--- src/matrix_pool_pkg.sv ---
package matrix_pool_pkg;

    localparam int ADDR_W = 12;
    localparam int DATA_W = 16;
    localparam int DIM_W = 6;

    // Register file word offsets, bus address bit 12 clear
    localparam logic [2:0] REG_SRC = 3'd0;
    localparam logic [2:0] REG_DST = 3'd1;
    localparam logic [2:0] REG_OROWS = 3'd2;
    localparam logic [2:0] REG_OCOLS = 3'd3;
    localparam logic [2:0] REG_WROWS = 3'd4;
    localparam logic [2:0] REG_WCOLS = 3'd5;
    localparam logic [2:0] REG_CTRL = 3'd6;
    localparam logic [2:0] REG_STATUS = 3'd7;

    typedef struct packed {
        logic [ADDR_W-1:0] src;
        logic [ADDR_W-1:0] dst;
        logic [DIM_W-1:0] orows;
        logic [DIM_W-1:0] ocols;
        logic [DIM_W-1:0] wrows;
        logic [DIM_W-1:0] wcols;
    } pool_cmd_t;

    typedef struct packed {
        logic [ADDR_W-1:0] addr;
        logic signed [DATA_W-1:0] value;
        logic last;
    } pool_result_t;

    typedef struct packed {
        logic cyc;
        logic stb;
        logic we;
        logic [ADDR_W:0] adr;
        logic [DATA_W-1:0] dat_w;
    } wb_req_t;

    typedef struct packed {
        logic ack;
        logic [DATA_W-1:0] dat_r;
    } wb_rsp_t;

    typedef struct packed {
        logic en;
        logic [ADDR_W-1:0] addr;
        logic [DATA_W-1:0] data;
    } spad_wr_t;

endpackage

--- src/matrix_pool_engine.sv ---
`timescale 1ns/1ns
module matrix_pool_engine import matrix_pool_pkg::*; (
    input  logic clk,
    input  logic reset,
    output logic cmd_pop,
    input  pool_cmd_t cmd_data,
    input  logic cmd_empty,
    output logic [ADDR_W-1:0] rd_addr,
    input  logic signed [DATA_W-1:0] rd_data,
    output logic res_push,
    output pool_result_t res_data,
    input  logic res_full,
    output logic busy
);
    localparam logic signed [DATA_W-1:0] MAX_INIT = {1'b1, {(DATA_W-1){1'b0}}};

    pool_cmd_t cmd_q;
    logic active;
    logic rd_valid;
    logic rd_wlast;
    logic rd_clast;
    logic out_valid;
    logic out_last;
    logic stall;
    logic [DIM_W-1:0] orow, ocol, wrow, wcol;
    logic wcol_end, wrow_end, ocol_end, orow_end;
    logic [ADDR_W-1:0] stride;
    logic [ADDR_W-1:0] rd_ptr;
    logic [ADDR_W-1:0] last_addr;
    logic [ADDR_W-1:0] row_start;
    logic [ADDR_W-1:0] win_start;
    logic [ADDR_W-1:0] next_win;
    logic [ADDR_W-1:0] dst_ptr;
    logic signed [DATA_W-1:0] max_q;
    logic signed [DATA_W-1:0] cur_max;
    logic signed [DATA_W-1:0] out_value;

    assign stall = out_valid && res_full;
    assign busy = active || rd_valid || out_valid;
    assign cmd_pop = !busy && !cmd_empty;
    assign res_push = out_valid && !res_full;

    // While stalled, re-read the word in flight so rd_data stays valid
    assign rd_addr = stall ? last_addr : rd_ptr;

    assign wcol_end = wcol == cmd_q.wcols - 1'b1;
    assign wrow_end = wrow == cmd_q.wrows - 1'b1;
    assign ocol_end = ocol == cmd_q.ocols - 1'b1;
    assign orow_end = orow == cmd_q.orows - 1'b1;

    // After the last window of a row, one past its last source row is the next row
    assign next_win = (ocol_end ? row_start : win_start) + ADDR_W'(cmd_q.wcols);
    assign cur_max = (rd_data > max_q) ? rd_data : max_q;

    always_comb begin
        res_data.addr = dst_ptr;
        res_data.value = out_value;
        res_data.last = out_last;
    end

    always_ff @(posedge clk) begin
        if (reset) begin
            active <= 1'b0;
            rd_valid <= 1'b0;
            out_valid <= 1'b0;
        end else if (cmd_pop) begin
            active <= 1'b1;
        end else if (!stall) begin
            rd_valid <= active;
            out_valid <= rd_valid && rd_wlast;
            if (active && wcol_end && wrow_end && ocol_end && orow_end) begin
                active <= 1'b0;
            end
        end
    end

    always_ff @(posedge clk) begin
        if (cmd_pop) begin
            cmd_q <= cmd_data;
            stride <= ADDR_W'(cmd_data.ocols) * ADDR_W'(cmd_data.wcols);
            rd_ptr <= cmd_data.src;
            row_start <= cmd_data.src;
            win_start <= cmd_data.src;
            dst_ptr <= cmd_data.dst;
            {orow, ocol, wrow, wcol} <= '0;
            max_q <= MAX_INIT;
        end else if (!stall) begin
            last_addr <= rd_ptr;
            rd_wlast <= wcol_end && wrow_end;
            rd_clast <= wcol_end && wrow_end && ocol_end && orow_end;
            if (active) begin
                if (!wcol_end) begin
                    wcol <= wcol + 1'b1;
                    rd_ptr <= rd_ptr + 1'b1;
                end else if (!wrow_end) begin
                    wcol <= '0;
                    wrow <= wrow + 1'b1;
                    row_start <= row_start + stride;
                    rd_ptr <= row_start + stride;
                end else begin
                    wcol <= '0;
                    wrow <= '0;
                    ocol <= ocol_end ? '0 : ocol + 1'b1;
                    orow <= ocol_end ? orow + 1'b1 : orow;
                    win_start <= next_win;
                    row_start <= next_win;
                    rd_ptr <= next_win;
                end
            end
            if (rd_valid) begin
                if (rd_wlast) begin
                    out_value <= cur_max;
                    out_last <= rd_clast;
                    max_q <= MAX_INIT;
                end else begin
                    max_q <= cur_max;
                end
            end
            if (res_push) begin
                dst_ptr <= dst_ptr + 1'b1;
            end
        end
    end

    assert property (@(posedge clk) disable iff (reset)
        cmd_pop |-> (cmd_data.wrows != '0 && cmd_data.wcols != '0));

endmodule

--- config.mk ---
export PLATFORM = sky130hd
export DESIGN_NAME = matrix_pool_engine
export DESIGN_NICKNAME = d
export VERILOG_FILES = /design/src/matrix_pool_pkg.sv /design/src/matrix_pool_engine.sv
export SDC_FILE = /design/constraint.sdc
export NUM_CORES = 1
export LEC_CHECK = 0
export ABC_AREA = 1
export BUFFER_PORTS_ARGS = -buffer_cell sky130_fd_sc_hd__buf_2
export CORE_ASPECT_RATIO = 0.5
export CORE_UTILIZATION = 60
export CTS_CLUSTER_DIAMETER = 30
export CTS_CLUSTER_SIZE = 16
export DETAILED_ROUTE_END_ITERATION = 7
export GPL_TIMING_DRIVEN = 0
export PLACE_DENSITY = 0.82
export SETUP_SLACK_MARGIN = 0.3
export SKIP_LAST_GASP = 1
export SYNTH_ARGS = -nofsm -noshare
export SYNTH_HDL_FRONTEND = slang
export SYNTH_SLANG_ARGS = --single-unit
--- constraint.sdc ---
create_clock -name clk -period 6.76 [get_ports clk]
set_input_delay 0.676 -clock clk [delete_from_list [all_inputs] [get_ports clk]]
set_output_delay 0.676 -clock clk [all_outputs]
set_load 0.05 [all_outputs]
==> results.md, run 1 <==
- Pin count of the biggest net entering global routing: 42
- Grt met1 use: 37.4%
- Fraction of synthesis flops using an asynchronous set or reset pin: 0%
- Sinks on Clock Net: 158
- CP Data Required Time: around 7000 ps
- Placement Rows: 32
- Most common cell in the synthesized netlist: nand2_1
- First drt pass iteration count: 5
- Max cap viols: 0
- Aggregate negative setup slack: 0 ps
- GRT Total Usage: 29.3%
- Cell seen most often among critical-path stages: nand2_1
- Register bit total from synthesis: 158
- Post-synthesis share of cell area spent on full adders, half adders and majority gates: 11.8%
- Area of the die: 17100 um2
- Post-synthesis xor/xnor area fraction: about 5.5%
- Number of I/O port buffers: about 110
- Critical Path Sink Type: flip-flop
- Via count of the routed design: 8304
- Count of pins over their slew limit: 0
- Synthesized net count: 1303
- Final estimated routing congestion in global placement: 0.887
- Core footprint: about 16000 um2
- Sw Ratio: 36.2%
- Area delta synth->final: 14.6%
- Synthesized area per cell: 8.60 um2
- Remaining global-route overflow: 0
- Delay contributed by the slowest stage of the critical path: 430 ps
- Wire length per cell: 15.5 um
- Power spent charging and discharging nets: between 1 and 1.5 mW
- CTS clock-pin slew for the worst setup and hold paths: 80 ps
- Number of cells upsized or downsized after cts: 0
- Hold/Removal Path Class: in2reg
- Power per cell area: roughly 300 nW/um2
- RSZ-0062 raised after global routing: no
- Period Utilization, post-route: 60.5%
- Library cell contributing the largest single delay on the critical path: fa_1
- GR Layer Usage met2: 49.5%
- Tot Pwr: 3.36 mW
- EDFF count, synth: 115
- Post-route cell area: 11400 um2
- Top Family by Delay on Critical Path: simple AND/OR/NAND/NOR gates
- Fraction of synthesized area in multiplexers: less than 1%
- Final #Nets: 1435
- Antenna Diode Count: 0
- Synthesized-area fraction occupied by ao, oa, aoi and oai cells: 7.08%
- Chip width: 184 um
- H-tree depth: 4
- Boundary pin count: 112
- Classification of the worst setup path: reg2reg
- Maximum frequency from static timing analysis: 245 MHz
- Share of the synthesized area in the top cell type: between 30% and 40%
- Worst-Skew Late Latency: 450 ps
- Internal power: 2.14 mW
- Synth top area cells: edfxtp_1 (35%), nand2_1 (13%), dfxtp_1 (8.7%), ha_1 (8.0%), inv_1 (5.3%)
- Wire length of the first global-routing pass: around 38000 um
- Crit path launch type: flip-flop
- Clock share of power: 29.2%
- Worst clock skew: 12.1 ps
- Post-CTS setup-driven buffer insertion count: 0
- Post-Place Cell Area: 10800 um2
- Least-Margin Pin Slew: around 1200 ps
- Comb power frac: 32.0%
- Outcome: completed
- Bufs and invs on worst path: 3
- Largest fanout on the critical path: 10
- Leading area contributor after synthesis: edfxtp_1
- Yosys warning total: 0
- Part of the power in registers: 38.7%
- Top cell types by occurrence after synthesis: nand2_1 (335), inv_1 (140), edfxtp_1 (115)
- Post-route minimum period: 4090 ps
- Final setup viols: 0
- Overall routed net length: 23600 um
- Total of fill cells in the finished design: 1191
- Cell chosen for the clock root: clkbuf_16
- Largest family of logic cells by synthesized area: simple AND/OR/NAND/NOR gates
- Post-detailed-route via-to-cell ratio: about 5.5
- Clock Tree Buf Depth: 2
- DR DRC count: 0
- Worst VDD drop: roughly 230 uV
- Number of standard cells after synthesis: 1153
- Via count of the first global-routing pass: between 8000 and 9000
- Synthesized-area fraction occupied by and/or/nand/nor cells: 25.4%
- Die Y-Extent: between 90 and 100 um
- Leakage power: roughly 5.3 nW
- Initial antenna violation count: 0
- Top_reg_cell synth: edfxtp_1
- Grt peak-use layer: met2
- Normalized max-slew margin: 22.6%
- WP data arrival: 4290 ps
- CTS tree: done
- Share of layout cells above drive strength 1: 14.6%
- Post-synthesis sequential area ratio: 43.5%
- Detailed placement HPWL: 17700 um
- GR met3 Demand/Resource: 6.33%
- Number of violations reported at the end of detailed-routing iteration 0: between 600 and 700
- Clock buffer count from CTS: 17
- Number of hold buffers added after cts: 0
- Post-Syn Area: 9910 um2
- Library cells used by synthesis: 48
- Final hold viol count: 0
- Initial Util: 62.8%
- Count of antenna-violating nets left after detailed routing: 0
## state kept, by name, indices dropped and copies added, names as in the netlist, 6 cells and up
register   count
cmd_q         24
dst_ptr       12
last_addr     12
max_q         16
ocol           6
orow           6
out_value     16
rd_ptr        12
row_start     12
stride        12
wcol           6
win_start     12
wrow           6
## placed cells by master (no fill, tap or decap), types with 10 or more instances in the layout
cell	synthesis	routed
nand4_1	13	13
buf_2	5	117
nor3_1	10	10
and2_1	16	16
a21oi_1	58	58
clkbuf_16	0	17
fa_1	19	19
nand3_1	69	69
nor2_1	56	55
xor2_1	31	31
inv_1	140	140
ha_1	63	63
edfxtp_1	115	115
dfxtp_1	43	43
o21ai_0	43	42
clkbuf_1	11	11
xnor2_1	31	31
nand2_1	335	335
nand3b_1	17	17
## final timing paths
kind | startpoint | to | slack, ps | depth (start not counted)
min | cmd_data[21] | cmd_q[21] | 400 | 1
min reg2reg | rd_clast | out_last | 430 | 0
max reg2reg | cmd_q[12] | rd_ptr[8] | 2670 | 26
max | cmd_q[12] | rd_ptr[8] | 2670 | 26
## routing by layer
layer | up-vias | share of wire, %
met3 | 44 | 7.1
met1 | 3861 | 44
met5 | - | 0
li1 | 4074 | -
met2 | 325 | 47
met4 | 0 | 2.0
## cell families (layout without fill, tap and decap cells)
group	after synthesis	count (layout)
AOI/OAI and AO/OA	128	128
xor gates and xnor gates	62	62
adders and majority gates	82	82
buffers and inverters	169	314
DFF	158	158
muxes	1	1
and+or+nand+nor	553	553
## cell type report
cell class                      instances  area [um2]  area share [%]
Timing Repair Buffer                  113         583            5.13
Clock buffer                           17         425            3.74
Buffer                                 21        97.6           0.859
Multi-Input combinational cell        826        4940            43.5
Tap cell                              221         277            2.43
Inverter                              148         561            4.93
Sequential cell                       158        4310            38.0
Clock inverter                         15         160            1.41
## through the flow
stage                     std cells  util, %  setup WS (ps)  hold WS [ps]
after CTS                      1519     72.0           2740           402
final                          1519     72.0           2670           403
after detailed placement       1487     68.3           2500           408
after global placement         1485     68.1           1930           406
after floorplan                1153        -           2920           400
after global routing           1519     72.0           2340           396
## power groups by stage
stage	combinational [mW]	clock [mW]	sequential, mW
after CTS	1.06	0.983	1.30
after global placement	1.01	0	1.31
after global routing	1.21	1.03	1.31
after detailed placement	1.05	0	1.32
after floorplan	0.761	0	1.33
final	1.08	0.982	1.30
## worst reg2reg max path: stages, from the launching register on
cell      delay (ps)
edfxtp_1         400
inv_2            130
ha_1             260
nand2_1           80
nand2_1           50
nor2_1           120
nand2_1           70
nor2_1           180
nand3_4          190
buf_4            240
nand2_1           70
nand2_1           50
ha_1             220
fa_1             430
a21oi_1          150
o21bai_1         110
a21o_1           180
nand2_1           60
nand2_1           70
nand3_1           90
inv_1             60
a21oi_1          120
nor2_1            80
o21ai_1          270
nand2_1           80
nand2_1           70
nand2_1           40
(Power assumes the default switching activity.)
==> run 2: changes to the inputs <==
--- a/config.mk
+++ b/config.mk
@@ -5,15 +5,15 @@
 export SDC_FILE = /design/constraint.sdc
 export NUM_CORES = 1
 export LEC_CHECK = 0
-export ABC_AREA = 1
+export ABC_AREA = 0
 export BUFFER_PORTS_ARGS = -buffer_cell sky130_fd_sc_hd__buf_2
 export CORE_ASPECT_RATIO = 0.5
-export CORE_UTILIZATION = 60
+export CORE_UTILIZATION = 54
 export CTS_CLUSTER_DIAMETER = 30
 export CTS_CLUSTER_SIZE = 16
 export DETAILED_ROUTE_END_ITERATION = 7
 export GPL_TIMING_DRIVEN = 0
-export PLACE_DENSITY = 0.82
+export PLACE_DENSITY = 0.78
 export SETUP_SLACK_MARGIN = 0.3
 export SKIP_LAST_GASP = 1
 export SYNTH_ARGS = -nofsm -noshare
==> constraint.sdc (replaced) <==
create_clock -name clk -period 3.5 [get_ports clk]
set_input_delay 0.35 -clock clk [delete_from_list [all_inputs] [get_ports clk]]
set_output_delay 0.35 -clock clk [all_outputs]
set_load 0.05 [all_outputs]
==> run 2 against run 1 <==
The flow now finishes with violations (negative setup slack); non-clock buffer count grew 40; worst hold slack lost 310 ps; cell count shrank 12%; global-route usage shrank 2.1 points; via count shrank 3.6%; core utilization shrank 4.1 points; critical path type unchanged; critical endpoint is now rd_ptr[10]; largest power group unchanged.
==> results.md, run 2 <==
- Final #Nets: 1243
- Grt peak-use layer: met2
- Area of the die: 18500 um2
- Tot Pwr: slightly below 7 mW
- Flip-flop count of the largest register, all copies and words added: 24
- Registers with the most flip-flops: cmd_q: 24 flops, max_q: 16 flops, out_value: 16 flops
- H-tree depth: 4
- Normalized max-slew margin: 38.6%
- Number of placed instances with taps included: 1275
- Leading area contributor after synthesis: edfxtp_1
- Top cell types by occurrence after synthesis: edfxtp_1 (115), nand2_1 (99), ha_1 (63)
- Final setup viols: 27
- Library cells used by synthesis: 69
- GR met3 Demand/Resource: 5.71%
- Register bit total from synthesis: 158
- Number of standard cells in the layout, taps in and fillers out: 1341
- Hold/Removal Path Class: in2reg
- Via count of the routed design: between 8000 and 9000
- Top reg by flops: cmd_q
- Synthesized net count: 1079
- Crit path launch type: flip-flop
- Fraction of synthesis flops using an asynchronous set or reset pin: 0%
- Final hold viol count: 0
- Maximum frequency from static timing analysis: 241 MHz
- Max cap viols: 0
- Critical Path Sink Type: flip-flop
- Area delta synth->final: 22.6%
- Synth top area cells: edfxtp_1 (36%), dfxtp_1 (8.9%), ha_1 (8.2%), xnor2_1 (4.7%), fa_1 (3.9%)
- Count of antenna-violating nets left after detailed routing: 0
- CTS clock-pin slew for the worst setup and hold paths: 70 ps
- Reg2reg path depth: 17
- Outcome: finished with violations
- CP Data Required Time: 3780 ps
- Grt met1 use: 35.8%
- Most common cell in the synthesized netlist: edfxtp_1
- GR Layer Usage met2: 45.5%
- Die Y-Extent: 96.6 um
- EDFF count, synth: 115
- Remaining global-route overflow: 0
- Overall routed net length: about 25000 um
- Top_reg_cell synth: edfxtp_1
- Boundary pin count: 112
- Share of the synthesized area in the top cell type: between 30% and 40%
- Detailed placement HPWL: roughly 18000 um
- Final estimated routing congestion in global placement: 0.874
- Via count of the first global-routing pass: approximately 7600
- Worst VDD drop: 411 uV
- Worst clock skew: 16.4 ps
- Number of hold buffers added after cts: 0
- Post-detailed-route via-to-cell ratio: around 6.0
- Worst Hold Margin: 88.8 ps
- Leakage power: 4.82 nW
- Wire length per cell: 18.9 um
- Clock Tree Buf Depth: 2
- Period Utilization, post-route: 119%
- Initial Util: 55.4%
- Classification of the worst setup path: reg2reg
- Post-route minimum period: 4150 ps
- Core footprint: 17400 um2
- Post-Place Setup Slack: -968 ps
- Clock buffer count from CTS: 17
- Share of layout cells above drive strength 1: about 26%
- Count of pins over their slew limit: 0
- DR DRC count: 0
- Worst hold path cell count: 1
- First drt pass iteration count: 5
- GRT Total Usage: 27.2%
- Cell chosen for the clock root: clkbuf_16
- Power per cell area: around 600 nW/um2
- RSZ-0062 raised after global routing: yes
- Number of standard cells after synthesis: 929
- WP data arrival: 4440 ps
- Least-Margin Pin Slew: between 900 and 1000 ps
- Largest fanout on the critical path: 5
- Wire length of the first global-routing pass: 38400 um
- Synthesized area per cell: between 10 and 15 um2
- CTS tree: done
- Failing checks: negative setup slack
- Number of violations reported at the end of detailed-routing iteration 0: 662
- Slack of the critical path: -655 ps
- Commonest non-fill, non-tap cells in the layout: edfxtp_1 (115), buf_2 (114), nand2_1 (97)
- Placement Rows: 34
- Initial antenna violation count: 1
- Number of I/O port buffers: 111
- Yosys warning total: 0
- Worst-Skew Late Latency: ~430 ps
- Chip width: 191 um
- Most frequent standard cell in the layout excluding fill and tap cells: edfxtp_1
- Post-synthesis sequential area ratio: between 40% and 50%
- Pin count of the biggest net entering global routing: 47
- Sinks on Clock Net: 158
- Post-Syn Area: 9660 um2
run 2: changes by cell type in the layout (fill, tap and decap cells not counted), sizes merged, moves of 16 or more:
cell / change
a21oi: -22
buf: +31
inv: -87
mux2: +23
nand2: -244
nand3: -55
nand3b: -16
nor3: +17
xnor2: +21
run 2: power breakdown:
part	internal, mW	switching, mW
combinational	1.02	1.47
clock	1.05	0.857
sequential	2.35	0.195
run 2: final timing paths:
check                    end          from  slack (ps)
hold / removal     cmd_q[18]  cmd_data[18]          90
setup / recovery  rd_ptr[10]     cmd_q[13]        -650
hold reg to reg     out_last      rd_clast         440
setup reg to reg  rd_ptr[10]     cmd_q[13]        -650
run 2: area by class of cell:
cell class / instances / area (um2)
fillers: 1273 / 5610
repair buffers: 145 / 858
flip-flops and latches: 158 / 4310
well taps: 234 / 293
clock buffers: 19 / 454
multi-input cells: 684 / 5400
diodes: 1 / 2.50
clock inverters: 13 / 144
plain buffers: 29 / 156
inverters: 58 / 218
run 2: critical path, cell delays in order, from the launching register on:
cell	delay, ps
edfxtp_1	440
buf_4	170
nor3_4	210
xnor2_2	110
a2111oi_4	320
buf_4	210
nand2_4	70
buf_8	140
buf_4	150
mux2_4	310
ha_4	280
o21ai_0	170
o21bai_2	270
a21oi_4	90
buf_4	170
o311a_1	340
o311a_4	400
o221ai_2	150
run 2: timing repair:
| item | 4_1_cts | 5_1_grt |
|---|---|---|
| pin swaps | 29 | 13 |
| resized for setup | 63 | 22 |
| setup endpoints to repair | 95 | 40 |
| setup buffers | 26 | 7 |
run 2: cells by family (layout without fill, tap and decap cells):
group | Yosys count | after routing | share of synthesized area, %
AO/OA/AOI/OAI | 185 | 185 | 12.9
XOR/XNOR | 91 | 91 | 8.25
adder cells (fa/ha/maj) | 82 | 82 | 12.1
buffers and inverters | 87 | 264 | 3.58
flip-flops | 158 | 158 | 44.7
multiplexers | 33 | 33 | 3.72
other | 0 | 1 | 0
AND/OR/NAND/NOR | 293 | 293 | 14.8
run 2: layer usage:
metal  vias to the layer above  wire [um]
met5                         -          0
met3                        78       2300
met1                      3803      10500
met4                         0        714
li1                       3691          -
met2                       435      11800
run 2: per-stage QoR:
| step | TNS (ps) | instance area (um2) | utilization [%] |
|---|---|---|---|
| 2_1_floorplan | -3030 | 9770 | - |
| 3_3_place_gp | -19040 | 10600 | 60.9 |
| 3_5_place_dp | -15560 | 10600 | 61.0 |
| 4_1_cts | -5800 | 11700 | 67.1 |
| 5_1_grt | -12170 | 11800 | 67.9 |
| 6_report | -10400 | 11800 | 67.9 |
==> run 3: changes to the inputs <==
--- a/config.mk
+++ b/config.mk
@@ -15,7 +15,7 @@
 export GPL_TIMING_DRIVEN = 0
 export PLACE_DENSITY = 0.78
 export SETUP_SLACK_MARGIN = 0.3
-export SKIP_LAST_GASP = 1
+export SLEW_MARGIN = 20
 export SYNTH_ARGS = -nofsm -noshare
 export SYNTH_HDL_FRONTEND = slang
 export SYNTH_SLANG_ARGS = --single-unit
==> run 3 against run 2 <==
The run still ends with negative setup slack left; critical endpoint is now rd_ptr[4]; die area stayed put; fmax is 0.39% higher; via count grew 0.87%; worst hold slack got worse by 5.6 ps; global-route usage about the same; critical path depth increased by 1; combinational power rose by 5%; design area grew 1.2%; core utilization grew 0.79 points.
==> results.md, run 3 (same netlist as run 2, synthesis figures left out) <==
- Worst Hold Margin: 83.2 ps
- Flip-flop count of the largest register, all copies and words added: 24
- RSZ-0062 raised after global routing: yes
- Via count of the routed design: between 8000 and 9000
- Wire length per cell: 19.3 um
- Final #Nets: 1248
- Number of violations reported at the end of detailed-routing iteration 0: ~690
- Count of antenna-violating nets left after detailed routing: 0
- Period Utilization, post-route: 118%
- Area of the die: 18500 um2
- Power per cell area: 586 nW/um2
- Worst-Skew Late Latency: 440 ps
- Chip width: about 190 um
- Power spent charging and discharging nets: 2.61 mW
- CTS clock-pin slew for the worst setup and hold paths: around 80 ps
- Sw Ratio: 37.2%
- CTS tree: done
- H-tree depth: 4
- Top Family by Delay on Critical Path: compound AO/OA/AOI/OAI gates
- Clock Tree Buf Depth: 2
- Via count of the first global-routing pass: between 7000 and 8000
- Failing checks: negative setup slack
- Worst clock skew: between 10 and 15 ps
- GRT Total Usage: 27.2%
- Comb power frac: 37.3%
- Library cell contributing the largest single delay on the critical path: edfxtp_1
- Total of fill cells in the finished design: 1230
- Worst VDD drop: 428 uV
- Least-Margin Pin Slew: between 900 and 1000 ps
- Post-detailed-route via-to-cell ratio: approximately 6
- Most frequent standard cell in the layout excluding fill and tap cells: edfxtp_1
- Tot Pwr: 7.01 mW
- Leakage power: 4.84 nW
- Number of I/O port buffers: 111
- Remaining global-route overflow: 0
- Clock buffer count from CTS: 17
- Antenna Diode Count: 0
- Detailed placement HPWL: 17600 um
- Outcome: finished with violations
- Overall routed net length: 25900 um
- Clock share of power: between 20% and 30%
- Share of layout cells above drive strength 1: 27.6%
- Registers with the most flip-flops: cmd_q: 24 flops, max_q: 16 flops, out_value: 16 flops
- Crit path launch type: flip-flop
- Count of pins over their slew limit: 0
- Post-route minimum period: 4140 ps
- Hold/Removal Path Class: in2reg
- Initial Util: 55.4%
- Internal power: 4.40 mW
- Area delta synth->final: 24.0%
- Boundary pin count: 112
- Part of the power in registers: 36.3%
- Top reg by flops: cmd_q
- Max cap viols: 0
- Wire length of the first global-routing pass: approximately 38000 um
- Pin count of the biggest net entering global routing: 47
- Number of hold buffers added after cts: 0
- Delay contributed by the slowest stage of the critical path: 450 ps
- Final hold viol count: 0
- First drt pass iteration count: 6
- Classification of the worst setup path: reg2reg
- WP data arrival: 4330 ps
- Bufs and invs on worst path: 4
- Number of standard cells in the layout, taps in and fillers out: 1345
- Initial antenna violation count: 0
- Final setup viols: 26
- Cell chosen for the clock root: clkbuf_16
- Die Y-Extent: 96.6 um
- Commonest non-fill, non-tap cells in the layout: edfxtp_1 (115), buf_2 (113), nand2_1 (95)
- Maximum frequency from static timing analysis: roughly 240 MHz
- Largest fanout on the critical path: 6
- Final estimated routing congestion in global placement: 0.874
- Slack of the critical path: -639 ps
- Sinks on Clock Net: about 160
- Number of placed instances with taps included: 1275
- Critical Path Sink Type: flip-flop
- Placement Rows: 34
- DR DRC count: 0
- List of cells traversed by the critical path: inv_2 -> ha_4 -> nor2b_4 -> or3_4 -> a31oi_4 -> nand2_2 -> buf_6 -> mux2_4 -> ha_4 -> fa_2 -> buf_4 -> buf_6 -> a21o_1 -> a21oi_2 -> xor2_1 -> mux2_4 -> o21ai_1 -> a221o_1
- Core footprint: 17400 um2
- CP Data Required Time: 3690 ps
- Normalized max-slew margin: 33.6%
[run 3: per-stage QoR]
stage / cell area, um2 / worst slack, ps / TNS [ps] / utilization, %
3_5_place_dp: 10600 / -974 / -15680 / 60.9
5_1_grt: 12000 / -709 / -14140 / 68.7
4_1_cts: 11600 / -582 / -8750 / 66.6
3_3_place_gp: 10600 / -880 / -19040 / 60.9
2_1_floorplan: 9770 / -363 / -3030 / -
6_report: 12000 / -639 / -11770 / 68.7
[run 3: layout make-up]
cell class | instances | area, um2 | share of cell area [%]
well taps | 234 | 293 | 2.45
inverters | 58 | 220 | 1.84
clock buffers | 18 | 439 | 3.67
clock inverters | 14 | 138 | 1.15
repair buffers | 150 | 927 | 7.74
multi-input cells | 684 | 5490 | 45.9
flip-flops and latches | 158 | 4310 | 36.0
plain buffers | 29 | 153 | 1.27
[run 3: worst paths after layout]
check	start	end	slack, ps	cells after the start
min reg2reg	rd_clast	out_last	430	0
min	cmd_data[18]	cmd_q[18]	80	1
max reg2reg	cmd_q[12]	rd_ptr[4]	-640	18
max	cmd_q[12]	rd_ptr[4]	-640	18
[run 3: routing by layer]
metal,vias to the layer above,wire (um),global-route usage [%],part of all wire [%]
li1,3705,-,-,-
met1,3828,10800,35.5,42
met2,450,11900,45.5,46
met3,94,2290,5.20,8.8
met4,0,871,10.1,3.4
met5,-,0,0,0
[run 3: power by group through the flow]
stage / Clock (mW) / Sequential, mW / Combinational, mW
6_report: 1.85 / 2.55 / 2.61
4_1_cts: 1.86 / 2.53 / 2.29
5_1_grt: 1.95 / 2.56 / 2.79
3_5_place_dp: 0 / 2.57 / 2.06
2_1_floorplan: 0 / 2.57 / 1.49
3_3_place_gp: 0 / 2.56 / 1.98
[run 3: worst register-to-register path, stage by stage, from the launching register on]
cell and delay [ps]:
edfxtp_1 450, inv_2 70, ha_4 170, nor2b_4 120, or3_4 330, a31oi_4 230
nand2_2 120, buf_6 170, mux2_4 310, ha_4 170, fa_2 350, buf_4 150
buf_6 120, a21o_1 170, a21oi_2 160, xor2_1 200, mux2_4 200, o21ai_1 70
a221o_1 340
[run 3: timing repair]
item / CTS / global route
gates cloned: 1 / 0
setup endpoints to repair: 64 / 42
pin swaps: 29 / 45
setup buffers: 18 / 19
gates resized for setup: 51 / 56
hold endpoints to repair: 0 / 0
